$ cat config.mk
export PLATFORM = sky130hd
export DESIGN_NAME = seg_blank
export DESIGN_NICKNAME = d
export VERILOG_FILES = /design/src/hdl/video_pkg.sv /design/src/hdl/seg_blank.sv
export SDC_FILE = /design/constraint.sdc
export NUM_CORES = 1
export LEC_CHECK = 0
export ABC_CLOCK_PERIOD_IN_PS = 3400
export BUFFER_PORTS_ARGS = -buffer_cell sky130_fd_sc_hd__buf_2
export CORE_MARGIN = 8
export CORE_UTILIZATION = 28
export DETAILED_ROUTE_END_ITERATION = 10
export PLACE_DENSITY = 0.94
export RECOVER_POWER = 50
export SYNTH_ARGS = -nofsm -noshare
export SYNTH_HDL_FRONTEND = slang
export SYNTH_SLANG_ARGS = --single-unit
$ cat constraint.sdc
create_clock -name vclk -period 3.4
set_clock_uncertainty 0.05 [all_clocks]
set_input_delay 0.51 -clock vclk [all_inputs]
set_output_delay 0.51 -clock vclk [all_outputs]
set_load 0.02 [all_outputs]
$ cat src/hdl/video_pkg.sv
`default_nettype none

package video_pkg;

    typedef struct packed {
        logic [7:0] r;
        logic [7:0] g;
        logic [7:0] b;
    } rgb_t;

    // syncs are active low
    typedef struct packed {
        logic hsync;
        logic vsync;
        logic valid;
    } vga_sync_t;

    // one byte per digit, active low, bit 7 is the decimal point
    typedef logic [7:0][7:0] seg_bank_t;

endpackage

`default_nettype wire

$ cat src/hdl/seg_blank.sv
`default_nettype none

module seg_blank (
    input  wire logic [7:0][7:0] seg_raw,
    input  wire logic [7:0]      is_zero,
    output video_pkg::seg_bank_t seg
);

    logic leading;

    always_comb begin
        leading = 1'b1;
        for (int i = 7; i >= 1; i--) begin
            if (leading && is_zero[i]) begin
                seg[i] = 8'hFF;
            end else begin
                seg[i] = seg_raw[i];
            end
            // a disabled digit reads back all ones and does not end the run
            if (!is_zero[i] && seg_raw[i] != 8'hFF) begin
                leading = 1'b0;
            end
        end
        seg[0] = seg_raw[0]; // units digit always visible
    end

endmodule

`default_nettype wire

## Yosys cells after proc, flatten, opt, wreduce, memory -nomap -nowiden

Cells that the tools add are included.

| cells by class | value |
|---|---|
| equality and inequality tests | 6 |
| muxes and demuxes | 13 |
| reduce and logical (&&, ||, !) cells | 18 |

Operators with widths:

| kind | count |
|---|---|
| 2-to-1 mux 8 bit | 7 |
| != test 8 bit, second input constant | 6 |
| logical AND 1 bit | 12 |
| logical NOT 1 bit | 6 |
| 2-to-1 mux 1 bit | 6 |

| word-level totals | value |
|---|---|
| register bits after elaboration | 0 |
| bits of input ports | 72 |
| output and inout bits | 64 |
| word-level logic and storage cells | 37 |

## Depth between registers and ports, before layout

| depth | value |
|---|---|
| depth in word-level cells | 10 |
| depth in mapped cells | 5 |
| depth with buffers taken out | 4 |

## Least setup slack after synthesis

Ideal clock, no wire load.

| path | value |
|---|---|
| path kind | input port to output port |
| from | input seg_raw[58] in the netlist's numbering |
| to | output seg[21] in the netlist's numbering |
| arrival time | 1.525 ns |
| data required time | 2.840 ns |
| slack | 1.315 ns |
| stages on the path | 5 |
| buffers on the path | 1 |
| cell sequence | nand4_2 -> o21bai_4 -> o2111ai_4 -> buf_6 -> o21bai_1 |

RTL lines:

| what | line | RTL |
|---|---|---|
| from (decl) | seg_blank.sv:4 | `input wire logic [7:0][7:0] seg_raw,` |
| to (decl) | seg_blank.sv:6 | `output video_pkg::seg_bank_t seg` |

==> flow_summary.ini <==
[final_layout]
filler_cell_count = 250
seq_cells = 0
multi_input_area_sq_um = 561
num_antenna_cells = 0
final_core_util_pct = 52.7
ff_latch_area_sq_um = 0
clkbuf_count = 0
layout_commonest_cell = buf_2
final_cell_mix = 96 x buf_2, 24 x o21bai_1, 24 x nand2b_1, 23 x clkbuf_1, 12 x nand4_1
drive_above_1_share_pct = 54.5
area_growth_pct = 77.2
finalNetCount = 274

[global_route]
grtUsageMet2_pct = 25.7
antenna_found_initial = 0
grt_max_degree = 25
grt_pass1_vias = 1079
use_met1_pct = 12.9
grt_pass1_wl_um = 4800
grt_use_total_pct = 13.2
top_usage_layer = met2
use_met3_pct = 6.01
grt_overflow_total = 0

[sta]
finalCritPeriodShare_pct = 75.3
tightest_slew_ns = 0.694
fin_ws_ns = 0.841
drv_slew = 0
rsz0062_at_grt = false
fin_tns_setup_ns = 0
maxSlewHeadroom_pct = 53.5
hold_slack_ns = 0.970
finalHoldViolations = 0
setup_violations = 0
fmax_mhz = 391
min_period_ns = 2.56

[worst_setup_path]
critPathArrivalTime_ns = 2.00
cp-startpoint = seg_raw[58]
critPathRequiredTime_ns = 2.84
cp_slowest_stage_delay_ns = 0.45
critPathSlowestCell = o2111ai_4
path_cells = buf_2 > nand4_2 > o21bai_1 > o2111ai_4 > o21bai_1 > buf_2
criticalPathCategory = input port to output pin
critPathTopFamily = compound AO/OA/AOI/OAI gates
endpoint = seg[22]
startpoint_type = input port
crit_cells = 6
cp_max_fo = 24
cp_num_buf_inv = 2
endpoint_kind = output pin

[logic_synthesis]
yosysSeqAreaShare_pct = 0
synth_nets = 163
synth-warning-count = 0
synthesis.area_sq_um = 658
ys_types = 16
synth.avg_cell_area_sq_um = 7.23
synthCells = 91

[pwr]
finalPower_uw = 175
powerDensity_nw_per_um2 = 150
ir_drop_mv = 0.0958
leakagePower_uw = 0.000580

[floorplanning]
die_w_um = 64.5
initial_utilization_pct = 29.8
die_h_um = 64.5
die_area_sq_um = 4160
num_io_pins = 136
core_sq_um = 2210
fp-row-count = 17

[status]
outcome = completed

[routing]
vias = 1090
wl_per_cell_um = 13.8
drt_iter0_drc = 37
routed_wl_um = 3150
dr.pass1.iters = 4
vias_per_cell = 4.78
antenna_left = 0
drc = 0

[place]
io_buffers = 119
pre_cts_ws_ns = 1.06
dp_hpwl_um = 2870
routabilityCongestion = 0.796

[job]
drv_cap = 0

[clocking]
cts_setup_buffers = 0
ctsResizeCount = 0
hold_buffers = 0

[worst_hold_path]
hp-class = input port to output pin
metrics by stage:
stage / std cells / area (sq um)
CTS: 228 / 1210
detailed placement: 228 / 1210
global route: 228 / 1170
floorplan: 91 / 658
global placement: 228 / 1210
finish: 228 / 1170
report_power, final:
part	internal, uW	total, uW	switching [uW]
registers	0	0	0
clock network	0	0	0
logic	71.0	175	104
cell type report:
type                            count  area share, %
Tap cell                           28           3.00
Multi-Input combinational cell     80           48.1
Inverter                            1          0.322
Timing Repair Buffer              119           48.6
routing by layer:
metal,wire (um),vias up
met5,0,-
met4,0,0
met3,377,0
met1,1120,486
met2,1640,62
li1,-,542
cells by family (layout without fill, tap and decap cells):
kind of cell	count (synthesis)	in the layout	share of synthesized area (%)
simple gates	50	50	46.8
compound gates	30	30	40.1
buf+inv	11	120	13.1
cell usage after synthesis (all sizes together):
cell type / number / area share, %
o21ai: 1 / 0.76
clkinv: 1 / 0.57
nand4: 13 / 13
buf: 10 / 13
nor2: 2 / 1.1
nand2b: 24 / 23
or2: 8 / 7.6
o21bai: 27 / 34
o2111ai: 1 / 4.0
nand3: 1 / 0.76
o211ai: 1 / 1.1
nand2: 2 / 1.1
worst min-delay path by stage:
stage,from,to,slack (ns),cells after the start
final,seg_raw[1],seg[1],0.97,0
after global routing,seg_raw[2],seg[2],0.97,0
after CTS,seg_raw[5],seg[5],0.97,0
after detailed placement,seg_raw[5],seg[5],0.97,0
after global placement,seg_raw[5],seg[5],0.97,0
after floorplan,seg_raw[0],seg[0],1.08,1
No activity file was read; power rests on OpenSTA's default activity.
