--- src/hdl/board_consts.svh ---
`ifndef BOARD_CONSTS_SVH
`define BOARD_CONSTS_SVH

// apb address space
`define APB_AW 8

`define REG_LED     8'h00
`define REG_SEG     8'h04
`define REG_SEG_EN  8'h08
`define REG_ALU     8'h0C
`define REG_ALU_ST  8'h10 // read only
`define REG_FB_ADDR 8'h14
`define REG_FB_DATA 8'h18

// 640x480 at one pixel per clock
`define H_VISIBLE 640
`define H_FRONT   16
`define H_SYNC    96
`define H_BACK    48

`define V_VISIBLE 480
`define V_FRONT   10
`define V_SYNC    2
`define V_BACK    33

// 16x16 pixel tiles
`define TILE_SHIFT 4
`define FB_COLS    40
`define FB_ROWS    30

`endif

--- src/hdl/board_pkg.sv ---
`default_nettype none
`include "board_consts.svh"

package board_pkg;

    typedef struct packed {
        logic              psel;
        logic              penable;
        logic              pwrite;
        logic [`APB_AW-1:0] paddr;
        logic [31:0]       pwdata;
    } apb_req_t;

    typedef struct packed {
        logic        pready;
        logic [31:0] prdata;
        logic        pslverr;
    } apb_rsp_t;

    // function codes as written to REG_ALU bits 10:8
    typedef enum logic [2:0] {
        alu_add    = 3'd0,
        alu_sub    = 3'd1,
        alu_not_a  = 3'd2,
        alu_and_ab = 3'd3,
        alu_or_ab  = 3'd4,
        alu_xor_ab = 3'd5,
        alu_lt     = 3'd6, // signed
        alu_eq     = 3'd7
    } alu_op_e;

    typedef struct packed {
        logic zero;
        logic overflow;
        logic carry;
    } alu_flags_t;

endpackage

`default_nettype wire

--- src/hdl/apb_regs.sv ---
`default_nettype none
`include "board_consts.svh"

module apb_regs (
    input  wire logic                  clk,
    input  wire logic                  rst_n,
    input  wire board_pkg::apb_req_t   apb_req,
    output board_pkg::apb_rsp_t        apb_rsp,
    output logic [15:0]                led_q,
    output logic [31:0]                digit_val,
    output logic [7:0]                 digit_en,
    output logic [3:0]                 alu_a,
    output logic [3:0]                 alu_b,
    output board_pkg::alu_op_e         alu_op,
    input  wire logic [3:0]            alu_res,
    input  wire board_pkg::alu_flags_t alu_flags,
    output logic                       fb_we,
    output logic [10:0]                fb_waddr,
    output logic [11:0]                fb_wdata
);
    import board_pkg::*;

    localparam logic [10:0] FB_LAST = 11'(`FB_COLS * `FB_ROWS - 1);

    logic        access;
    logic        wr;
    logic        hit;
    logic [31:0] rdata;
    logic [10:0] fb_addr;

    assign access = apb_req.psel & apb_req.penable;
    assign wr     = access & apb_req.pwrite & hit; // unmapped writes dropped

    always_comb begin
        hit   = 1'b1;
        rdata = '0;
        case (apb_req.paddr)
            `REG_LED:     rdata = {16'h0, led_q};
            `REG_SEG:     rdata = digit_val;
            `REG_SEG_EN:  rdata = {24'h0, digit_en};
            `REG_ALU:     rdata = {21'h0, alu_op, alu_b, alu_a};
            `REG_ALU_ST:  rdata = {25'h0, alu_flags.carry, alu_flags.overflow,
                                   alu_flags.zero, alu_res};
            `REG_FB_ADDR: rdata = {21'h0, fb_addr};
            `REG_FB_DATA: rdata = '0; // write only
            default:      hit = 1'b0;
        endcase
    end

    // zero wait states
    assign apb_rsp = '{pready: 1'b1, prdata: rdata, pslverr: access & ~hit};

    // store happens on the same edge as the address bump
    assign fb_we    = wr & (apb_req.paddr == `REG_FB_DATA);
    assign fb_waddr = fb_addr;
    assign fb_wdata = apb_req.pwdata[11:0];

    always_ff @(posedge clk or negedge rst_n) begin
        if (!rst_n) begin
            led_q     <= '0;
            digit_val <= '0;
            digit_en  <= '0;
            alu_a     <= '0;
            alu_b     <= '0;
            alu_op    <= alu_add;
            fb_addr   <= '0;
        end else if (wr) begin
            case (apb_req.paddr)
                `REG_LED:     led_q <= apb_req.pwdata[15:0];
                `REG_SEG:     digit_val <= apb_req.pwdata;
                `REG_SEG_EN:  digit_en <= apb_req.pwdata[7:0];
                `REG_ALU: begin
                    alu_a  <= apb_req.pwdata[3:0];
                    alu_b  <= apb_req.pwdata[7:4];
                    alu_op <= alu_op_e'(apb_req.pwdata[10:8]);
                end
                `REG_FB_ADDR: fb_addr <= apb_req.pwdata[10:0];
                `REG_FB_DATA: fb_addr <= (fb_addr == FB_LAST) ? '0 : fb_addr + 11'd1;
                default: ;
            endcase
        end
    end

endmodule

`default_nettype wire

--- config.mk ---
export PLATFORM = sky130hd
export DESIGN_NAME = apb_regs
export DESIGN_NICKNAME = d
export VERILOG_FILES = /design/src/hdl/board_pkg.sv /design/src/hdl/apb_regs.sv
export VERILOG_INCLUDE_DIRS = /design/src /design/src/hdl
export SDC_FILE = /design/constraint.sdc
export NUM_CORES = 1
export LEC_CHECK = 0
export ABC_AREA = 1
export BUFFER_PORTS_ARGS = -buffer_cell sky130_fd_sc_hd__buf_4
export CAP_MARGIN = 0
export CORE_ASPECT_RATIO = 1.1
export CORE_MARGIN = 2
export CORE_UTILIZATION = 49
export DETAILED_ROUTE_END_ITERATION = 10
export PLACE_DENSITY = 0.91
export RECOVER_POWER = 50
export SLEW_MARGIN = 20
export SYNTH_ARGS = -nofsm -noshare
export SYNTH_HDL_FRONTEND = slang
export SYNTH_SLANG_ARGS = --single-unit
--- constraint.sdc ---
create_clock -name clk -period 1.6 [get_ports clk]
set_input_delay 0.24 -clock clk [delete_from_list [all_inputs] [get_ports clk]]
set_output_delay 0.24 -clock clk [all_outputs]
set_load 0.1 [all_outputs]
Word-level counts from Yosys, hierarchy flattened
Index checks and enable logic that the tools add are counted.
{ "totals": {"register_bits": 78, "input_bits": 52, "word_cells": 33, "output_inout_bits": 125} }
{ "op_classes": {"n_eq_ne": 7, "n_reduce_logical": 8, "n_mux": 4, "bitwise": 6, "n_addsub": 1} }
{ "op_table": {"columns": ["operator", "count"], "rows": [
  ["32-bit one-hot mux with 6 select lines", 1],
  ["8-bit by 5-bit equality test with 1-bit output, second input constant", 3],
  ["11-bit one-hot mux with 2 select lines", 1],
  ["8-bit by 4-bit equality test with 1-bit output, second input constant", 2],
  ["11-bit by 1-bit adder with 11-bit output, second input constant", 1],
  ["11-bit equality test, second input constant", 1],
  ["11-bit two-way mux", 1],
  ["2-bit AND reduction", 5],
  ["8-bit by 3-bit equality test with 1-bit output, second input constant", 1],
  ["8-bit zero test", 1],
  ["7-bit OR reduction", 1],
  ["1-bit AND", 5],
  ["2-bit nonzero test", 1],
  ["1-bit two-way mux", 1],
  ["1-bit inverter", 1]
]} }

Depth between registers and ports, before layout
{ "logic_depth": {"ltp_word": 5, "ltp_mapped": 12, "depth_no_buf": 10} }

Worst setup path before layout
No wires, ideal clock.
{ "synth_timing": {"path_kind": "reg-to-output", "from": "register fb_addr[9] (netlist: fb_waddr[9])", "to": "output port apb_rsp[10] in the netlist's numbering", "path_stages_with_launch": 3, "path_slack_ns": -1.317, "t_required_ns": 1.360, "arrival_ns": 2.677, "n_path_buf": 0, "cell_sequence": "dfrtp_1 inv_1 o2111ai_1"} }
{ "synth_rtl": {"columns": ["element", "line", "source"], "rows": [
  ["start: declaration", "apb_regs.sv:29", "logic [10:0] fb_addr;"],
  ["start signal: assignment", "apb_regs.sv:77", "`REG_FB_ADDR: fb_addr <= apb_req.pwdata[10:0];"],
  ["start signal: assignment", "apb_regs.sv:78", "`REG_FB_DATA: fb_addr <= (fb_addr == FB_LAST) ? '0 : fb_addr + 11'd1;"],
  ["end: declaration", "apb_regs.sv:8", "output board_pkg::apb_rsp_t apb_rsp,"]
]} }

==> summary.txt <==
Run status
  – Status: complete, but fails checks
  – Failing checks: negative setup slack

Place
  – Post-DP HPWL: between 10,000 and 15,000 microns
  – I/O Buffers: approximately 180
  – Routability Congestion: between 0.8 and 0.9
  – Placed cell count: around 910
  – Worst slack, placed: -326.9 ps
  – Placed inst area: between 6000 and 7000 sq um

Critical path
  – Critical Path RT: roughly 1400 ps
  – CP Launch Type: primary input
  – CP arrival: 1600 ps
  – Critical Path Sink Type: output port
  – Worst-path fanout max: 6
  – Reg2reg start: fb_waddr[1]
  – Slowest stage delay, CP: about 200 ps
  – CP cell instances: buf_4 > inv_12 > nand2_4 > nor2_4 > nand2_4 > inv_4 > nand2_1 > nand4_1 > nand3b_1 > buf_12
  – FF-to-FF End: fb_waddr[2]
  – FF-to-FF path depth: 7
  – Cell repeated most along the worst path: nand2_4
  – Slowest-stage cell, CP: nor2_4
  – FF-to-FF setup slack: -50 ps
  – Crit Path Class: in -> out

Die
  – Die height: just over 100 microns
  – Die W: between 90 and 100 microns
  – Core area: about 8800 sq um
  – Initial Util: 0.5030
  – # rows: 36
  – Die area: slightly below 10,000 sq um
  – IO Count: between 150 and 200

Global routing
  – Pin count of the biggest net entering global routing: 31
  – Initial antenna violation count: 0
  – First-pass GRT wire length: slightly above 30,000 microns
  – Remaining Overflow, GRT: 0
  – Gr usage total: 0.4135
  – Vias in the first global route: a little under 6k

Yosys
  – Yosys Warn Count: 0
  – Synth Register Bits: 78
  – Post-synth cell types: 31
  – Number of flops mapped to enable cells by yosys: 0
  – Yosys top cell by area: dfrtp_1
  – Synth Area per Inst: between 7 and 8 sq um
  – Post-synth top flop: dfrtp_1
  – Sequential-to-total area share from yosys stat: 0.4396
  – Syn nets: 663
  – Ys async rst share: 1.000
  – Gate Count Post-Synth: 610
  – Area contributors post-synth: dfrtp_1, nand2_1, nand4_1, inv_1, buf_4
  – Area share of the largest cell type after synthesis: 0.4396
  – Syn Std Cell Area: around 4400 sq um

STA
  – Final hold vios: 0
  – Slew @ Worst Pin: 845.2 ps
  – Max_slew headroom: 0.4365
  – RSZ-0062 raised after global routing: true
  – Setup ws final: -235.7 ps
  – F_max: approximately 540 MHz
  – Layout Skew: 6.405 ps
  – Final Setup Violations: 100
  – Clock period minus worst slack: approximately 1800 ps
  – Max-slew violation count: 0
  – Period Utilization, post-route: 1.147

Final layout
  – Layout cells sized above 1: 0.5346
  – Nets: 886
  – Synth-to-layout area growth: 75.77%
  – Finished Cell Area: 7805 sq um
  – Final Util: 0.8841
  – Commonest non-fill, non-tap cell in the layout: nand2_1
  – Most frequent cells in the layout: nand2_1, buf_4, nand4_1
  – Cell Count, Final, Fillers Out: ~950
  – ANT cells: 0

Clocking
  – Clk Latency, worst-skew pair: approximately 360 ps
  – H-tree lvl count: 3
  – CTS Buf Count: 9
  – CTS max path bufs: 2
  – Root Buffer: clkbuf_8
  – CTS clk-pin slew, worst paths: 100 ps
  – CTS tree: done
  – Sink Count: 78

Route
  – Vias/cell: around 6.5
  – # DRC: 0
  – DR WL/cell: roughly 24 microns
  – Drt total wl: ~23,000 microns
  – DRT antenna net count: 0
  – 1st-iter DRT viols: between 1k and 1.5k
  – Pre-antenna DRT Iters: 7
  – DR vias: between 6k and 7k

Power
  – Pwr Density: roughly 530 nW/um^2
  – Cell leakage power: approximately 0.0039 uW
  – Total power: about 4100 uW
  – VDD IR max: around 0.0007 V

Hold path
  – Min-delay src: apb_req[21]
  – Hold depth: 3
  – Hold Path Class: in -> reg
  – Hold endpoint: digit_val[21]

Flow run
  – Maxcap violations: 0
[power by group]
part           switching, uW  leakage, uW  total [uW]  internal, uW
sequential              1.82     0.000969        1970          1970
clock                    842     0.000104        1610           769
combinational            371      0.00279         533           162
total                   1220      0.00387        4120          2900
[per-stage QoR]
step	hold slack (ps)	setup TNS (ps)
after floorplan	-55.59	-2915
after global placement	208.7	-19760
after detailed placement	210.1	-25220
after CTS	127.8	-2009
after global routing	123.5	-12820
final	109.9	-8642
[synthesized netlist by cell type (3+ instances only)]
library cell	number
nand2_1	258
dfrtp_1	78
nand4_1	77
inv_1	43
nor2_1	31
nand3_1	27
buf_4	19
clkbuf_1	15
buf_2	8
a22o_1	7
o21ai_0	7
nand2_2	5
buf_6	4
nand3b_1	4
a21oi_1	3
buf_1	3
o2111ai_1	3
[critical path, delay by kind of cell]
kind	cells	cell delay (ps)
buffers and inverters	4	490
AND/OR/NAND/NOR	6	840
[what timing repair did]
item                                    CTS  global route
pin swaps                                18             7
resized for setup                       150            51
setup buffers                            19             4
endpoints found under the setup margin   34           109
hold endpoints to repair                 28             0
cloned                                    4             3
hold buffers                              1             0
[cell type report]
cell class | count | area, sq um
repair inverters | 1 | 8.758
multi-input cells | 439 | 2537
inverters | 45 | 229.0
clock inverters | 5 | 57.56
clock buffers | 11 | 141.4
flip-flops and latches | 78 | 2058
repair buffers | 259 | 2630
well taps | 114 | 142.6
fillers | 375 | 1023
[worst max path at each step]
stage | start | to | slack, ps | depth (start not counted)
floorplan | apb_req[37] | apb_rsp[3] | -440 | 9
global placement | apb_req[37] | digit_val[30] | -240 | 11
detailed placement | apb_req[37] | digit_val[27] | -330 | 11
CTS | apb_req[38] | apb_rsp[7] | -100 | 11
global route | apb_req[37] | apb_rsp[7] | -260 | 9
finish | apb_req[33] | apb_rsp[7] | -240 | 10
[registers in the layout, summed over array words and instances (netlist names)]
register and flops:
led_q 16, alu_op 3, alu_b 4, alu_a 4, fb_waddr 11, digit_val 32, digit_en 8
[layer usage]
layer	wire length, microns	part of all wire	up-vias	track usage
met5	0	0	-	0
met2	10690	0.47	654	0.6803
li1	-	-	2438	-
met4	2195	0.096	0	0.2567
met3	2918	0.13	240	0.08582
met1	7082	0.31	2817	0.4850
[logic make-up (layout without fill, tap and decap cells)]
| group | count (synthesis) | in the layout | synth area share |
|---|---|---|---|
| adder cells (fa/ha/maj) | 1 | 1 | 0.002817 |
| AO/OA/AOI/OAI | 25 | 25 | 0.03917 |
| AND/OR/NAND/NOR | 410 | 411 | 0.4111 |
| XOR/XNOR | 1 | 1 | 0.001973 |
| buffers and inverters | 94 | 321 | 0.1045 |
| flip-flops | 78 | 78 | 0.4396 |
| other | 1 | 1 | 0.0008445 |
No activity file was read; power rests on OpenSTA's default activity.
