`config.mk`:
```
export PLATFORM = sky130hd
export DESIGN_NAME = alu_4bit
export DESIGN_NICKNAME = d
export VERILOG_FILES = /design/src/hdl/board_pkg.sv /design/src/hdl/alu_4bit.sv
export VERILOG_INCLUDE_DIRS = /design/src /design/src/hdl
export SDC_FILE = /design/constraint.sdc
export NUM_CORES = 1
export LEC_CHECK = 0
export ABC_CLOCK_PERIOD_IN_PS = 3700
export BUFFER_PORTS_ARGS = -buffer_cell sky130_fd_sc_hd__buf_4
export CAP_MARGIN = 10
export CORE_AREA = 2 2 42 44
export DETAILED_ROUTE_END_ITERATION = 16
export DIE_AREA = 0 0 44 46
export PLACE_DENSITY_LB_ADDON = 0.3
export SLEW_MARGIN = 15
export SYNTH_ARGS = -nofsm -noshare
export SYNTH_HDL_FRONTEND = slang
export SYNTH_SLANG_ARGS = --single-unit
```
`constraint.sdc`:
```
create_clock -name vclk -period 3.7
set_clock_uncertainty 0.1 [all_clocks]
set_input_delay 0.74 -clock vclk [all_inputs]
set_output_delay 0.74 -clock vclk [all_outputs]
set_load 0.005 [all_outputs]
```
`src/hdl/board_consts.svh`:
```
`ifndef BOARD_CONSTS_SVH
`define BOARD_CONSTS_SVH

// apb address space
`define APB_AW 8

`define REG_LED     8'h00
`define REG_SEG     8'h04
`define REG_SEG_EN  8'h08
`define REG_ALU     8'h0C
`define REG_ALU_ST  8'h10 // read only
`define REG_FB_ADDR 8'h14
`define REG_FB_DATA 8'h18

// 640x480 at one pixel per clock
`define H_VISIBLE 640
`define H_FRONT   16
`define H_SYNC    96
`define H_BACK    48

`define V_VISIBLE 480
`define V_FRONT   10
`define V_SYNC    2
`define V_BACK    33

// 16x16 pixel tiles
`define TILE_SHIFT 4
`define FB_COLS    40
`define FB_ROWS    30

`endif

```
`src/hdl/board_pkg.sv`:
```
`default_nettype none
`include "board_consts.svh"

package board_pkg;

    typedef struct packed {
        logic              psel;
        logic              penable;
        logic              pwrite;
        logic [`APB_AW-1:0] paddr;
        logic [31:0]       pwdata;
    } apb_req_t;

    typedef struct packed {
        logic        pready;
        logic [31:0] prdata;
        logic        pslverr;
    } apb_rsp_t;

    // function codes as written to REG_ALU bits 10:8
    typedef enum logic [2:0] {
        alu_add    = 3'd0,
        alu_sub    = 3'd1,
        alu_not_a  = 3'd2,
        alu_and_ab = 3'd3,
        alu_or_ab  = 3'd4,
        alu_xor_ab = 3'd5,
        alu_lt     = 3'd6, // signed
        alu_eq     = 3'd7
    } alu_op_e;

    typedef struct packed {
        logic zero;
        logic overflow;
        logic carry;
    } alu_flags_t;

endpackage

`default_nettype wire

```
`src/hdl/alu_4bit.sv`:
```
`default_nettype none

module alu_4bit (
    input  wire logic [3:0]        alu_a,
    input  wire logic [3:0]        alu_b,
    input  wire board_pkg::alu_op_e alu_op,
    output logic [3:0]             alu_res,
    output board_pkg::alu_flags_t  alu_flags
);
    import board_pkg::*;

    logic [4:0] sum_add;
    logic [4:0] sum_sub;

    assign sum_add = {1'b0, alu_a} + {1'b0, alu_b};
    assign sum_sub = {1'b0, alu_a} + {1'b0, ~alu_b} + 5'd1; // msb is not borrow

    always_comb begin
        alu_res   = '0;
        alu_flags = '0;
        case (alu_op)
            alu_add: begin
                alu_res            = sum_add[3:0];
                alu_flags.carry    = sum_add[4];
                alu_flags.overflow = (alu_a[3] == alu_b[3]) && (sum_add[3] != alu_a[3]);
            end
            alu_sub: begin
                alu_res            = sum_sub[3:0];
                alu_flags.carry    = sum_sub[4];
                alu_flags.overflow = (alu_a[3] != alu_b[3]) && (sum_sub[3] != alu_a[3]);
            end
            alu_not_a:  alu_res = ~alu_a;
            alu_and_ab: alu_res = alu_a & alu_b;
            alu_or_ab:  alu_res = alu_a | alu_b;
            alu_xor_ab: alu_res = alu_a ^ alu_b;
            alu_lt:     alu_res = {3'b000, $signed(alu_a) < $signed(alu_b)};
            alu_eq:     alu_res = {3'b000, alu_a == alu_b};
            default:    alu_res = '0;
        endcase
        alu_flags.zero = (alu_res == 4'h0);
    end

endmodule

`default_nettype wire

```
======== Word-level counts from Yosys, hierarchy flattened ========
Cells that the tools add are included.
operators by class
  add/subtract/negate cells ............... 3
  magnitude comparators ................... 1
  equal/unequal tests ..................... 12
  muxes and demuxes ....................... 2
  bitwise operators ....................... 5
  reduce and logical (&&, ||, !) cells .... 4
operator list
  cell                                                             number
  4-bit case mux with 8 select lines                               1
  3-bit == test, second input constant                             4
  4-bit by 4-bit adder with 5-bit output                           2
  4-bit inverter                                                   2
  3-bit by 2-bit == test with 1-bit output, second input constant  2
  5-bit by 1-bit adder with 5-bit output, second input constant    1
  4-bit bitwise AND                                                1
  4-bit == test                                                    1
  4-bit zero test                                                  1
  4-bit less-than comparator                                       1
  4-bit OR                                                         1
  2-bit case mux with 2 select lines                               1
  4-bit XOR                                                        1
  3-bit by 1-bit == test with 1-bit output, second input constant  1
  3-bit zero test                                                  1
  1-bit inequality test                                            3
  1-bit logical AND                                                2
  1-bit == test                                                    1
storage, ports and cells
  bits in registers ....................... 0
  output and inout bits ................... 7
  logic and storage cells ................. 27

======== Logic depth before layout (Yosys ltp) ========
Gate-level depths: netlist (run 1).
  depth after elaboration ................. 6
  depth in mapped cells ................... 8
  depth with buffers taken out ............ 8

======== Worst setup path before layout (run 1) ========
No wires, ideal clock.
  kind .................................... input port to output port
  from .................................... input alu_a[0]
  to ...................................... output alu_flags[2] in the netlist's numbering
  arrival ................................. 2.110 ns
  required time ........................... 2.860 ns
  slack ................................... 0.750 ns
  stages .................................. 8
  path buffers ............................ 0
  path through ............................ inv_1 -> ha_1 -> fa_1 -> o21bai_1 -> nor3_1 -> a21oi_1 -> o211ai_1 -> nor4_2
RTL lines
  element             RTL line       source
  start: declaration  alu_4bit.sv:4  input wire logic [3:0] alu_a,
  end: declaration    alu_4bit.sv:8  output board_pkg::alu_flags_t alu_flags

==> metrics.md, run 1 <==
| Metric | Value |
|---|---|
| Drt drc | `0` |
| Max Clk Rate | `a little over 0.3 GHz` |
| Hold buffers post-CTS | `0` |
| Pwr/cell area | `between 100 and 150 mW/mm^2` |
| Post-CTS setup buffers | `0` |
| Post-synth top area cell | `ha_1` |
| Slew headroom | `0.771` |
| Via count | `about 680` |
| I/O Pins | `18` |
| FF+latch area | `0 sq um` |
| DIE WIDTH | `around 44 microns` |
| Status | `finished, final reports clean` |
| Wire length per cell | `12.3 microns` |
| Total power | `0.104 mW` |
| Die area | `a little over 0.002 sq mm` |
| Startpoint types | `input port` |
| Port Buffers | `18` |
| WP data required | `2860 ps` |
| Initial antenna violation count | `0` |
| Clk pwr share | `0` |
| Average size of a mapped cell | `7.22 sq um` |
| Synth Net Count | `between 100 and 150` |
| Routed Antenna Nets | `0` |
| Unrepaired setup endpoints after global routing | `false` |
| Mean number of vias per cell | `between 5 and 6` |
| Largest cells by area after synthesis | `ha_1 (23%), inv_1 (7.4%), a21oi_1 (6.1%)` |
| Fin crit share | `0.883` |
| Slew Limit Fails | `0` |
| Sw power | `approximately 0.055 mW` |
| Final instance area | `about 790 sq um` |
| Sequential share of power | `0` |
| Final hold slack | `1790 ps` |
| YS warnings | `0` |
| VDD IR-drop max | `0.0529 mV` |
| Static Leakage | `a little under 0.4 nW` |
| Gpl congestion | `slightly below 0.8` |
| Hold Vio Cnt, Final | `0` |
| Comb power frac | `1.000` |
| Antenna diode count | `0` |
| Initial core utilization | `0.407` |
| Die Y | `46 microns` |
| Post-Syn Area | `657 sq um` |
| Crit path time final | `around 3300 ps` |
| Final #Nets | `131` |
| 1st-iter DRT viols | `16` |
| Synthesis-to-layout area growth | `19.6%` |
| Row count | `15` |
| Hold Path Sink | `alu_flags[0]` |
| Grt total ovfl | `0` |
| Pre-CTS WS | `between 400 and 500 ps` |
| Dpl cell area | `between 700 and 800 sq um` |
| Worst setup margin | `around 430 ps` |
| Crit Path Category | `in -> out` |
| Post-Place Cells | `roughly 120` |
| Ratio of cells with drive above 1 in the final layout | `0.221` |
| Crit path arrival time | `about 2400 ps` |
| First-pass GRT wire length | `approximately 2.4 mm` |
| Post-DP HPWL | `1.23 mm` |
| # clk buffers | `0` |
| Top-area cell type share of the netlist area | `0.229` |
| Worst-margin pin slew | `roughly 340 ps` |
| Largest net degree at the start of global routing | `20` |
| Final WL | `around 1.5 mm` |
| Min-delay src | `alu_op[0]` |
| Layout Utilization | `0.487` |
| Number of global-route vias before repair | `approximately 560` |
| Hold/Removal Path Class | `in -> out` |
| TNS Setup | `0 ps` |
| Mapped Cells | `91` |
| Non-Filler Instances | `approximately 120` |
| Cts repair resizes | `0` |
| CP max FO | `4` |
| Final setup viols | `0` |
| Hold Path Depth | `3` |
| Maxcap violations | `0` |
| Sw Share | `0.532` |
| Core area | `approximately 0.0016 sq mm` |
| Global Route Usage Sum | `0.149` |
| Int Power | `between 0.04 and 0.05 mW` |
| Distinct cells, synth | `37` |
| Seq_cells | `0` |
| Critical Path End Type | `primary output` |
| Register area share after synthesis | `0` |
| Pre-antenna DRT Iters | `4` |
-- how the worst max path moves through the flow --
stage	startpoint	endpoint	slack, ps	cells after the start
finish	alu_a[1]	alu_flags[2]	430	9
global route	alu_b[0]	alu_flags[2]	300	10
CTS	alu_a[1]	alu_flags[2]	410	9
detailed placement	alu_a[1]	alu_flags[2]	420	9
global placement	alu_a[1]	alu_flags[2]	440	9
floorplan	alu_a[0]	alu_flags[2]	750	8
-- metal layers --
metal  up-vias  part of all wire  GRT usage
met1       304              0.45      0.197
met5         -                 0          0
met3         4             0.049    0.00397
met2        18              0.49      0.276
met4         0            0.0094     0.0121
li1        352                 -          -
-- cells by family after synthesis --
logic type	count (synthesis)	share of synthesized area
AO/OA/AOI/OAI	27	0.288
XOR/XNOR	3	0.0400
adder cells (fa/ha/maj)	14	0.290
buffers and inverters	19	0.122
multiplexers	3	0.0457
AND/OR/NAND/NOR	25	0.215
-- power groups by stage --
stage          logic [mW]  clock network [mW]  registers [mW]
2_1_floorplan      0.0693                   0               0
5_1_grt             0.116                   0               0
3_3_place_gp        0.102                   0               0
3_5_place_dp        0.104                   0               0
4_1_cts             0.105                   0               0
6_report            0.104                   0               0
-- synth_stat cells (2+ instances only) --
library cell,instances
buf_2,4
a31oi_1,3
xnor2_1,2
nor2_1,3
mux2i_1,3
nor4_1,2
ha_1,12
o21bai_1,2
nand2_1,6
nand3_1,2
or3_1,2
fa_1,2
nor3b_1,3
a21oi_1,8
inv_1,13
nor3_1,2
o21ai_0,2
-- layout make-up --
type,count,area (sq um)
timing repair buffer,18,135
multi-input combinational,72,577
inverter,14,52.6
fill,166,828
tap,17,21.3
-- placed cells by master (no fill, tap or decap), types with 2 or more instances in the layout --
cell type  Yosys  final
buf_4          1     18
inv_1         13     13
ha_1          12     12
a21oi_1        8      8
nand2_1        6      6
nor2_1         3      3
a31oi_1        3      3
mux2i_1        3      3
nor3b_1        3      3
o21ai_0        2      2
o21bai_1       2      2
xnor2_1        2      2
nand3_1        2      2
or3_1          2      2
nor4_1         2      2
nor3_1         2      2
fa_1           2      2
-- worst max-delay path, stage by stage --
cell and delay [ps]:
buf_4 120, inv_1 140, ha_1 300, o21bai_1 240, a21oi_4 100, mux2i_1 130, o211a_1 270, nor4_2 240
buf_4 140
(Power assumes the default switching activity.)
==> run 2, diff against run 1 <==
--- a/config.mk
+++ b/config.mk
@@ -9,9 +9,9 @@
 export ABC_CLOCK_PERIOD_IN_PS = 3700
 export BUFFER_PORTS_ARGS = -buffer_cell sky130_fd_sc_hd__buf_4
 export CAP_MARGIN = 10
-export CORE_AREA = 2 2 42 44
+export CORE_AREA = 8 8 48 50
 export DETAILED_ROUTE_END_ITERATION = 16
-export DIE_AREA = 0 0 44 46
+export DIE_AREA = 0 0 56 58
 export PLACE_DENSITY_LB_ADDON = 0.3
 export SLEW_MARGIN = 15
 export SYNTH_ARGS = -nofsm -noshare
==> metrics.md, run 2 (synthesis results as in run 1) <==
| Metric | Value |
|---|---|
| Status | `finished, final reports clean` |
| DIE WIDTH | `56 microns (+27%)` |
| Antenna diode count | `0 (unchanged)` |
| Pre-antenna DRT Iters | `4 (unchanged)` |
| FF+latch area | `0 sq um (unchanged)` |
| Ratio of cells with drive above 1 in the final layout | `0.221 (unchanged)` |
| Hold Path Sink | `alu_flags[0]` |
| Final WL | `1.65 mm (+11%)` |
| Routed Antenna Nets | `0 (unchanged)` |
| Fin crit share | `0.888 (+0.00474)` |
| Crit path time final | `3290 ps (+17.5 ps)` |
| Port Buffers | `18 (unchanged)` |
| Worst path cell trace | `buf_4 > inv_1 > ha_1 > o21bai_1 > a21oi_4 > mux2i_1 > o211a_1 > nor4_2 > buf_4` |
| Final #Nets | `131 (unchanged)` |
| Core area | `0.00161 sq mm (unchanged)` |
| Final instance area | `786 sq um (unchanged)` |
| Pre-CTS WS | `411 ps (-4.69 ps)` |
| Most frequent cells in the layout | `buf_4 (18), inv_1 (13), ha_1 (12)` |
| Slowest stage cell, crit path | `ha_1` |
| Unrepaired setup endpoints after global routing | `false` |
| I/O Pins | `18 (unchanged)` |
| Met3 Use GR | `0.0218 (+0.0179)` |
| Via count | `690 (+1.8%)` |
| Total power | `0.105 mW (+0.61%)` |
| Wire length per cell | `13.6 microns (+11%)` |
| Largest net degree at the start of global routing | `20 (unchanged)` |
| Initial antenna violation count | `0 (unchanged)` |
| Maxcap violations | `0 (unchanged)` |
| Dpl cell area | `786 sq um (unchanged)` |
| Row count | `15 (unchanged)` |
| Hold/Removal Path Class | `in -> out` |
| Grt met2 use | `0.189 (-0.0879)` |
| Critical Path End Type | `primary output` |
| VDD IR-drop max | `0.0580 mV (+9.7%)` |
| Crit path largest cell delay | `310 ps (about the same)` |
| Gpl congestion | `0.777 (+0.41%)` |
| Grt total ovfl | `0 (unchanged)` |
| Number of global-route vias before repair | `687 (+22%)` |
| Worst setup margin | `414 ps (-17.5 ps)` |
| Crit path arrival time | `2450 ps (+20 ps)` |
| Global Route Usage Sum | `0.0950 (-0.0536)` |
| 1st-iter DRT viols | `9 (-7)` |
| Crit path top cell by count | `buf_4` |
| # clk buffers | `0 (unchanged)` |
| Synthesis-to-layout area growth | `19.6% (unchanged)` |
| Max Clk Rate | `0.304 GHz (-0.53%)` |
| Hold Vio Cnt, Final | `0 (unchanged)` |
| Startpoint types | `input port` |
| CP max FO | `4 (unchanged)` |
| First-pass GRT wire length | `2.82 mm (+19%)` |
| Static Leakage | `0.391 nW (unchanged)` |
| Slew headroom | `0.749 (-0.0228)` |
| Min-delay src | `alu_op[0]` |
| Drt drc | `0 (unchanged)` |
| Crit Path Category | `in -> out` |
| Gr busiest metal | `met2` |
| Layout Utilization | `0.487 (unchanged)` |
| Seq_cells | `0 (unchanged)` |
| Final setup viols | `0 (unchanged)` |
| Hold buffers post-CTS | `0 (unchanged)` |
| Hold Path Depth | `3 (unchanged)` |
| WP data required | `2860 ps (about the same)` |
| Mean number of vias per cell | `5.70 (+1.8%)` |
| Pwr/cell area | `133 mW/mm^2 (+0.61%)` |
| Die Y | `58 microns (+26%)` |
| Cts repair resizes | `0 (unchanged)` |
| Most common cell after layout, fill and taps aside | `buf_4` |
| GR Util met1 | `0.101 (-0.0966)` |
| Die area | `0.00325 sq mm (+60%)` |
| Worst-margin pin slew | `376 ps (+34.0 ps)` |
| Post-DP HPWL | `1.32 mm (+7.3%)` |
| Slew Limit Fails | `0 (unchanged)` |
| TNS Setup | `0 ps (unchanged)` |
| Initial core utilization | `0.407 (unchanged)` |
| Post-CTS setup buffers | `0 (unchanged)` |
-- run 2: worst max path at each step --
stage / startpoint / endpoint / slack, ps / cells after the start
after floorplan: alu_a[0] / alu_flags[2] / 750 / 8
final: alu_a[1] / alu_flags[2] / 410 / 9
after global routing: alu_a[0] / alu_flags[2] / 280 / 10
after detailed placement: alu_a[1] / alu_flags[2] / 410 / 9
after CTS: alu_a[1] / alu_flags[2] / 410 / 9
after global placement: alu_a[1] / alu_flags[2] / 430 / 9
-- run 2: layout make-up --
cell class	count	area, sq um
Multi-Input combinational cell	72	577
Inverter	14	52.6
Tap cell	17	21.3
Fill cell	160	828
Timing Repair Buffer	18	135
-- run 2: through the flow --
stage,hold WS (ps),std cells
6_report,1790,121
5_1_grt,1820,121
4_1_cts,1790,121
3_5_place_dp,1780,121
3_3_place_gp,1790,121
2_1_floorplan,1550,91
-- run 2: worst max-delay path, delay by kind of cell --
kind            cells  cell delay [ps]
compound gates      3              610
buf+inv             3              410
fa+ha+maj           1              310
simple gates        1              250
mux                 1              130
-- run 2: per-layer routing --
| metal | share of wire | vias to the layer above |
|---|---|---|
| met5 | 0 | - |
| li1 | - | 349 |
| met1 | 0.44 | 320 |
| met3 | 0.062 | 0 |
| met4 | 0 | 0 |
| met2 | 0.50 | 21 |
-- run 2: where the power goes --
group / internal, mW / switching [mW] / total, mW / leakage (nW)
clock: 0 / 0 / 0 / 0
combinational: 0.0487 / 0.0560 / 0.105 / 0.391
sequential: 0 / 0 / 0 / 0
