File: src/hdl/board_consts.svh
`ifndef BOARD_CONSTS_SVH
`define BOARD_CONSTS_SVH

// apb address space
`define APB_AW 8

`define REG_LED     8'h00
`define REG_SEG     8'h04
`define REG_SEG_EN  8'h08
`define REG_ALU     8'h0C
`define REG_ALU_ST  8'h10 // read only
`define REG_FB_ADDR 8'h14
`define REG_FB_DATA 8'h18

// 640x480 at one pixel per clock
`define H_VISIBLE 640
`define H_FRONT   16
`define H_SYNC    96
`define H_BACK    48

`define V_VISIBLE 480
`define V_FRONT   10
`define V_SYNC    2
`define V_BACK    33

// 16x16 pixel tiles
`define TILE_SHIFT 4
`define FB_COLS    40
`define FB_ROWS    30

`endif

File: src/hdl/video_pkg.sv
`default_nettype none

package video_pkg;

    typedef struct packed {
        logic [7:0] r;
        logic [7:0] g;
        logic [7:0] b;
    } rgb_t;

    // syncs are active low
    typedef struct packed {
        logic hsync;
        logic vsync;
        logic valid;
    } vga_sync_t;

    // one byte per digit, active low, bit 7 is the decimal point
    typedef logic [7:0][7:0] seg_bank_t;

endpackage

`default_nettype wire

File: src/hdl/vga_ctrl.sv
`default_nettype none
`include "board_consts.svh"

module vga_ctrl (
    input  wire logic            clk,
    input  wire logic            rst_n,
    input  wire video_pkg::rgb_t pixel,
    output logic [9:0]           h_addr,
    output logic [9:0]           v_addr,
    output video_pkg::vga_sync_t vga_sync,
    output video_pkg::rgb_t      vga_rgb
);
    import video_pkg::*;

    localparam int H_TOTAL = `H_VISIBLE + `H_FRONT + `H_SYNC + `H_BACK;
    localparam int V_TOTAL = `V_VISIBLE + `V_FRONT + `V_SYNC + `V_BACK;
    localparam int H_SYNC_START = `H_VISIBLE + `H_FRONT;
    localparam int V_SYNC_START = `V_VISIBLE + `V_FRONT;

    logic [9:0] h_cnt;
    logic [9:0] v_cnt;
    vga_sync_t  sync_now;

    always_ff @(posedge clk or negedge rst_n) begin
        if (!rst_n) begin
            h_cnt <= '0;
            v_cnt <= '0;
        end else if (h_cnt == 10'(H_TOTAL - 1)) begin
            h_cnt <= '0;
            v_cnt <= (v_cnt == 10'(V_TOTAL - 1)) ? '0 : v_cnt + 10'd1;
        end else begin
            h_cnt <= h_cnt + 10'd1;
        end
    end

    always_comb begin
        sync_now.hsync = !(h_cnt >= H_SYNC_START && h_cnt < H_SYNC_START + `H_SYNC);
        sync_now.vsync = !(v_cnt >= V_SYNC_START && v_cnt < V_SYNC_START + `V_SYNC);
        sync_now.valid = (h_cnt < `H_VISIBLE) && (v_cnt < `V_VISIBLE);
    end

    assign h_addr = h_cnt;
    assign v_addr = v_cnt;

    // one stage to line up with the vmem read register
    always_ff @(posedge clk or negedge rst_n) begin
        if (!rst_n) begin
            vga_sync <= '{hsync: 1'b1, vsync: 1'b1, valid: 1'b0};
        end else begin
            vga_sync <= sync_now;
        end
    end

    assign vga_rgb = vga_sync.valid ? pixel : '0; // black in blanking

endmodule

`default_nettype wire

File: config.mk
export PLATFORM = sky130hd
export DESIGN_NAME = vga_ctrl
export DESIGN_NICKNAME = d
export VERILOG_FILES = /design/src/hdl/video_pkg.sv /design/src/hdl/vga_ctrl.sv
export VERILOG_INCLUDE_DIRS = /design/src /design/src/hdl
export SDC_FILE = /design/constraint.sdc
export NUM_CORES = 1
export LEC_CHECK = 0
export BUFFER_PORTS_ARGS = -buffer_cell sky130_fd_sc_hd__buf_2
export CAP_MARGIN = 10
export CORE_MARGIN = 2
export CORE_UTILIZATION = 47
export DETAILED_ROUTE_END_ITERATION = 10
export HOLD_SLACK_MARGIN = 0.08
export PLACE_DENSITY = 0.86
export SLEW_MARGIN = 20
export SYNTH_ARGS = -nofsm -noshare
export SYNTH_HDL_FRONTEND = slang
export SYNTH_SLANG_ARGS = --single-unit
export TNS_END_PERCENT = 100
File: constraint.sdc
create_clock -name clk -period 5.1 [get_ports clk]
set_clock_uncertainty 0.1 [all_clocks]
set_input_delay 0.51 -clock clk [delete_from_list [all_inputs] [get_ports clk]]
set_output_delay 0.51 -clock clk [all_outputs]
set_load 0.05 [all_outputs]
[Word-level counts from Yosys, hierarchy flattened]
Index checks and enable logic that the tools add are counted.
Operators by class
  mux-type cells: 3
  eq/ne operators: 2
  $lt $le $gt $ge: 6
  divide/modulo/power cells: 0
  bitwise logic cells: 0
  $mul: 0
  shift-type cells: 0
  $add $sub $neg: 2
  reduce and logical (&&, ||, !) cells: 5
Operators by type and width (number)
  2-to-1 mux 24 bit: 1
  adder 10 x 1 -> 10 bit, second input constant: 2
  equality test 10 bit, second input constant: 2
  < comparator 10 bit, second input constant: 2
  < comparator 10 x 9 -> 1 bit, second input constant: 2
  2-to-1 mux 10 bit: 2
  >= comparator 10 bit, second input constant: 1
  >= comparator 10 x 9 -> 1 bit, second input constant: 1
  logical AND 1 bit: 3
  zero test 1 bit: 2
Word-level totals
  bits in read-only memories: 0
  register bits: 23
  RAM bits: 0
  word-level logic and storage cells: 23
  memories: 0
  input port bits: 26
  bits in latches: 0

[Logic depth before layout (Yosys ltp)]
Gate-level depths: netlist of the first run.
  depth after elaboration: 3
  gate-level depth with buffers: 6
  mapped depth without buffers: 6

[Least setup slack after synthesis of the first run]
No wires, ideal clock.
  path kind: reg2reg
  start point: register h_cnt[0] (netlist: h_addr[0])
  end point: register v_cnt[9] (netlist: v_addr[9])
  path slack: 2805 ps
  cell stages (with the launch flop): 6
  clock period less this slack: 2295 ps
  arrival time: 2048 ps
  path through: dfrtp_1 ha_1 nand4_1 or4_4 o21ai_0 a221oi_2
On the way
  word-level cells in the longest chain between the ends: 1
Ends and longest elaborated chain
  start: declaration: line vga_ctrl.sv:20  | logic [9:0] h_cnt;
  start signal: assignment: line vga_ctrl.sv:32  | h_cnt <= h_cnt + 10'd1;
  equality test 10 bit: line vga_ctrl.sv:28  | end else if (h_cnt == 10'(H_TOTAL - 1)) begin
  end signal: assignment: line vga_ctrl.sv:30  | v_cnt <= (v_cnt == 10'(V_TOTAL - 1)) ? '0 : v_cnt + 10'd1;
  end: declaration: line vga_ctrl.sv:21  | logic [9:0] v_cnt;
Every way passes these cells.
A chain may end at the register's enable or synchronous reset.

[Final worst setup path of the first run]
Same ends and word-level chain as after synthesis.

==> impl_results.md, run 1 <==
- Fin Setup TNS: 0 ps
- Fillers: between 200 and 250
- Least-Margin Pin Slew: around 570 ps
- DPL Wire Length: 2250 um
- Hold Startpoint: h_addr[0]$_DFF_PN0_
- FMAX: ~0.48 GHz
- Seq/Total Area, Yosys: ~44%
- Yosys top cell area share: about two fifths
- WL final: between 2000 and 3000 um
- Bufs on Longest Clock Path: 2
- IO Pins: 73
- Cell count after synthesis: 138
- Skew-Pair Late Insertion Delay: 320 ps
- Synth warn: 0
- Cell area after technology mapping: about 0.0013 sq mm
- Layout cells sized above 1: slightly above 40%
- Largest net degree at the start of global routing: 26
- Clock slew at reported path FFs: around 130 ps
- Port Buf Inserts: 72
- TritonCTS Buffers: 3
- # DRC: 0
- CORE AREA: 0.00271 sq mm
- Area growth syn-to-layout: 32.2%
- DP Worst Slack: approximately 3000 ps
- CP arrival: around 2200 ps
- Post-synth ARST share: 100%
- All-layer global routing usage: between 10% and 20%
- Maximum vdd drop: 0.151 mV
- Initial antenna violation count: 0
- Placed Instances: between 200 and 250
- First-pass GRT wire length: between 4000 and 5000 um
- Lkg Pwr: approximately 0.88 nW
- WP data required: 5190 ps
- Netlist cell types: 36
- Grt ovf: 0
- Vias: 1282
- Vias per inst: approximately 5.3
- # rows: 19
- Minimum clock period: between 2000 and 2500 ps
- Initial Util: approximately half
- Outcome: complete, no violations
- Antenna diodes: 0
- Worst R2R Start: h_addr[0]$_DFF_PN0_
- Worst Setup SP: h_addr[0]$_DFF_PN0_
- Crit end category: flop
- Hold WC Path Type: reg2reg
- RSZ-0062 raised after global routing: false
- Synth area leaders: dfrtp_1 (40%), and2_1 (12%), ha_1 (4.7%), dfstp_2 (4.0%), nand3_1 (3.4%)
- Setup Fix Bufs, Post-CTS: 0
- Avg WL per Cell: approximately 12 um
- WP buf/inv: 0
- Cell family with most CP delay: simple AND/OR/NAND/NOR gates
- Yosys reg bits: 23
- Most numerous cell in the Yosys netlist: and2_1
- Worst path max stage delay: ~640 ps
- Fin. max-slew vios: 0
- Final net count: 244
- Startpoint Class: flop
- Worst Setup Slack, final: between 3000 and 4000 ps
- Hold slack: about 440 ps
- Ys flop type: dfrtp_1
- Mean Syn Cell Area: about 9.6 sq um
- Power after layout: about 0.00033 W
- Final Cycle Share: roughly two fifths
- Die Y: roughly 57 um
- Post-synth top area cell: dfrtp_1
- Htree depth: 1
- Slew margin rel.: between 60% and 70%
- Crit Path Max Fanout: 6
- CP max-delay cell: or4_4
- CTS tree: yes
- Maxcap violations: 0
- Detailed Route Iter0 Violations: 22
- DRT Pass-1 Iters: 4
- Die W: about 57 um
- Sink Count: 23
- GPL Wtd Cong: 0.744
- ANT nets after route: 0
- Clk root buf: clkbuf_4
- Number of synthesized flops with an enable pin: 0
- Post-synth top cells: and2_1 (25), dfrtp_1 (21), nand2_1 (9), nand3_1 (9)
- CP Cell Sequence: ha_1 > nand4_1 > or4_4 > o21ai_0 > a221oi_2
- Setup-failing EPs final: 0
- Area of the die: 0.00325 sq mm
- Hold Vio Cnt, Final: 0
- Vias in the first global route: about 1100
- Fin cells: ~240
- WS Path Type: reg2reg
- PwrDens: 191 mW/mm^2
- Synth Net Count: between 150 and 200
-- cell families after synthesis --
family	share of synthesized area, %
and+or+nand+nor	33.2
DFF	43.8
AOI/OAI and AO/OA	7.77
buffers and inverters	2.84
xor gates and xnor gates	5.97
adders and majority gates	4.74
muxes	1.71
-- flip-flops by register name, summed over array words and instances, names as in the netlist --
name and count:
v_addr 10, vga_sync 3, h_addr 10
-- stage by stage --
| stage | utilization (%) | instance area [sq um] |
|---|---|---|
| floorplan | - | 1320 |
| global placement | 63.0 | 1710 |
| detailed placement | 63.0 | 1710 |
| CTS | 64.4 | 1750 |
| global route | 64.4 | 1750 |
| finish | 64.4 | 1750 |
-- layer usage --
metal	track usage [%]	wire length [um]	share of wire, %	up-vias
li1	-	-	-	623
met1	22.5	1190	40	595
met2	34.3	1430	48	59
met3	3.63	278	9.4	5
met4	6.98	44	1.5	0
met5	0	0	0	-
-- layout make-up --
type / count / area [sq um] / share of cell area [%]
multi-input combinational: 105 / 704 / 40.4
inverter: 7 / 26.3 / 1.51
timing repair buffer: 73 / 370 / 21.2
clock buffer: 3 / 22.5 / 1.29
clock inverter: 1 / 5.00 / 0.287
sequential: 23 / 578 / 33.1
tap: 31 / 38.8 / 2.22
-- power breakdown --
group / total [W] / switching [W] / internal [W]
combinational: 0.0000644 / 0.0000459 / 0.0000185
sequential: 0.000182 / 0 / 0.000182
clock: 0.0000861 / 0.0000567 / 0.0000294
total: 0.000333 / 0.000103 / 0.000230
-- worst reg2reg max path, stage by stage (launching register included) --
cell and delay (ps):
dfrtp_1 440, ha_1 260, nand4_1 230, or4_4 640, o21ai_0 230, a221oi_2 50
-- cell usage in the layout (no fill, tap or decap), types with 3 or more instances in the layout --
master    instances
a22o_1            3
and2_1           25
buf_2            72
clkbuf_4          3
dfrtp_1          21
ha_1              5
inv_1             7
nand2_1           9
nand3_1           9
nor2_1            6
nor3_1            4
o21ai_0           7
or3_1             3
xnor2_1           5
xor2_1            4
-- path summary, 6_finish.rpt --
kind                                         end  slack, ps  cells past startpoint
min in group asynchronous  v_addr[3]$_DFFE_PN0N_        580                      2
hold / removal               h_addr[0]$_DFF_PN0_        440                      1
max in group asynchronous  vga_sync[1]$_DFF_PN1_       3970                      2
setup / recovery           v_addr[9]$_DFFE_PN0N_       3020                      5
setup reg to reg           v_addr[9]$_DFFE_PN0N_       3020                      5
hold reg to reg              h_addr[0]$_DFF_PN0_        440                      1
-- timing repair --
item                      in CTS  in global routing
hold buffers                   1                  0
hold endpoints to repair      21                  0
gates resized for setup        0                  0
Power figures use the tool's default switching activity.
==> inputs of run 2 (changes only) <==
--- a/config.mk
+++ b/config.mk
@@ -9,10 +9,10 @@
 export BUFFER_PORTS_ARGS = -buffer_cell sky130_fd_sc_hd__buf_2
 export CAP_MARGIN = 10
 export CORE_MARGIN = 2
-export CORE_UTILIZATION = 47
+export CORE_UTILIZATION = 40
 export DETAILED_ROUTE_END_ITERATION = 10
 export HOLD_SLACK_MARGIN = 0.08
-export PLACE_DENSITY = 0.86
+export PLACE_DENSITY = 0.78
 export SLEW_MARGIN = 20
 export SYNTH_ARGS = -nofsm -noshare
 export SYNTH_HDL_FRONTEND = slang
==> constraint.sdc (replaced) <==
create_clock -name clk -period 1.9 [get_ports clk]
set_clock_uncertainty 0.1 [all_clocks]
set_input_delay 0.19 -clock clk [delete_from_list [all_inputs] [get_ports clk]]
set_output_delay 0.19 -clock clk [all_outputs]
set_load 0.05 [all_outputs]
==> run 2 against run 1 <==
Net effect: routed wire length grew 8.9%; count of clock-buffer cells in the layout is 1 higher; global-route usage is 1.7 points lower; cell count grew 12%; total power increased to 2.6 times the previous value; utilization shrank 2.5 points; critical endpoint is now v_addr[0]$_DFFE_PN0N_; highest routed layer unchanged.
==> impl_results.md, run 2 (same netlist as run 1, synthesis figures left out) <==
- DPL Wire Length: about 2500 um
- Area of the die: approximately 0.0038 sq mm
- Final net count: about 260
- Detailed Route Iter0 Violations: 31
- DRT Pass-1 Iters: 4
- Port Buf Inserts: ~70
- DP Worst Slack: roughly 21 ps
- Placed inst area: roughly 0.0019 sq mm
- Die Y: between 60 and 70 um
- Crit end category: flop
- Slew margin rel.: ~66%
- Area growth syn-to-layout: 45.4%
- ANT nets after route: 0
- WP data required: 2050 ps
- Clock slew at reported path FFs: about 120 ps
- CP arrival: between 1500 and 2000 ps
- Hold WC Path Type: in2async
- All-layer global routing usage: between 15 and 20%
- IO Pins: between 70 and 80
- Vias per inst: between 4 and 5
- Fin. max-slew vios: 0
- FMAX: approximately 0.55 GHz
- WS Path Type: reg2reg
- Skew-Pair Late Insertion Delay: 300 ps
- Avg WL per Cell: roughly 12 um
- First-pass GRT wire length: 4900 um
- Hold slack: roughly 270 ps
- Vias: 1338
- # DRC: 0
- Minimum clock period: about 1800 ps
- Worst Setup Slack, final: slightly above 80 ps
- Clk root buf: clkbuf_4
- # rows: 20
- Antenna diodes: 0
- Outcome: complete, no violations
- Sink Count: 23
- Final std cell area, no fill: 0.00192 sq mm
- Lkg Pwr: between 0.9 and 1 nW
- Fillers: a little under 300
- Startpoint Class: flop
- TritonCTS Buffers: 3
- PwrDens: about 460 mW/mm^2
- Grt ovf: 0
- Bufs on Longest Clock Path: 2
- CORE AREA: ~0.0031 sq mm
- Initial Util: a little over two fifths
- Maxcap violations: 0
- Crit Path Max Fanout: 5
- Most frequent cells in the layout: buf_2 (72), and2_1 (25), buf_4 (15)
- Htree depth: 1
- Finished Core Util: between 60 and 70%
- Vias in the first global route: roughly 1200
- Hold Vio Cnt, Final: 0
- Fin Setup TNS: 0 ps
- GPL Wtd Cong: ~0.77
- Final Cycle Share: a little over nine tenths
- Worst R2R Path Depth: 4
- Largest net degree at the start of global routing: 26
- Commonest non-fill, non-tap cell in the layout: buf_2
- Maximum vdd drop: about 0.31 mV
- CTS tree: yes
- Layout cells sized above 1: about half
- Initial antenna violation count: 0
- Least-Margin Pin Slew: approximately 500 ps
- WL final: 3210 um
- Die W: between 60 and 70 um
- Setup-failing EPs final: 0
-- run 2: cell types whose count changed in the layout (fill, tap and decap cells not counted) --
cell / before / now
buf_4: 0 / 15
dfrtp_1: 21 / 11
dfrtp_2: 0 / 10
clkbuf_1: 0 / 1
clkinv_2: 1 / 0
ha_1: 5 / 4
ha_4: 0 / 1
nor2_1: 6 / 5
nor2_2: 1 / 2
nor4_1: 1 / 0
nor4_4: 0 / 1
o21ai_0: 7 / 6
o21ai_2: 0 / 1
-- run 2: stage by stage --
stage / power (W) / cells
final: 0.000882 / 271
after global routing: 0.000927 / 271
after CTS: 0.000893 / 269
after detailed placement: 0.000672 / 264
after global placement: 0.000671 / 264
after floorplan: 0.000614 / 138
-- run 2: critical path: stages (launching register included) --
cell	delay, ps
dfrtp_2	420
or3b_4	430
or3_1	460
nor2_2	200
mux2_2	170
-- run 2: power breakdown --
part           switching [W]  internal [W]
registers                  0      0.000489
clock network       0.000138     0.0000817
logic               0.000123     0.0000495
total               0.000261      0.000621
-- run 2: final cells by class --
| cell class | count | area [sq um] | area share [%] |
|---|---|---|---|
| Timing Repair Buffer | 88 | 483 | 25.2 |
| Inverter | 7 | 26.3 | 1.37 |
| Sequential cell | 23 | 591 | 30.8 |
| Tap cell | 44 | 55.1 | 2.87 |
| Clock buffer | 4 | 26.3 | 1.37 |
| Multi-Input combinational cell | 105 | 738 | 38.5 |
-- run 2: worst paths after layout --
check                                    start                     to  slack, ps
max                        h_addr[7]$_DFF_PN0_  v_addr[0]$_DFFE_PN0N_         80
min                                      rst_n  v_addr[6]$_DFFE_PN0N_        270
max reg2reg                h_addr[7]$_DFF_PN0_  v_addr[0]$_DFFE_PN0N_         80
min reg2reg                h_addr[4]$_DFF_PN0_    h_addr[4]$_DFF_PN0_        430
max in group asynchronous                rst_n    h_addr[1]$_DFF_PN0_       1050
min in group clk           h_addr[4]$_DFF_PN0_    h_addr[4]$_DFF_PN0_        430
-- run 2: repair_timing --
| action | in CTS | in global routing |
|---|---|---|
| buffers inserted | 0 | 2 |
| hold buffers | 1 | 0 |
| pin swaps | 1 | 1 |
| resized for setup | 0 | 1 |
| setup endpoints to repair | 1 | 7 |
| hold endpoints to repair | 21 | 0 |
-- run 2: metal layers --
layer | vias to the layer above | GRT usage [%] | part of all wire, %
met5 | - | 0 | 0
met3 | 6 | 3.36 | 10
met4 | 0 | 5.78 | 1.3
met2 | 58 | 31.5 | 47
li1 | 654 | - | -
met1 | 620 | 20.7 | 42
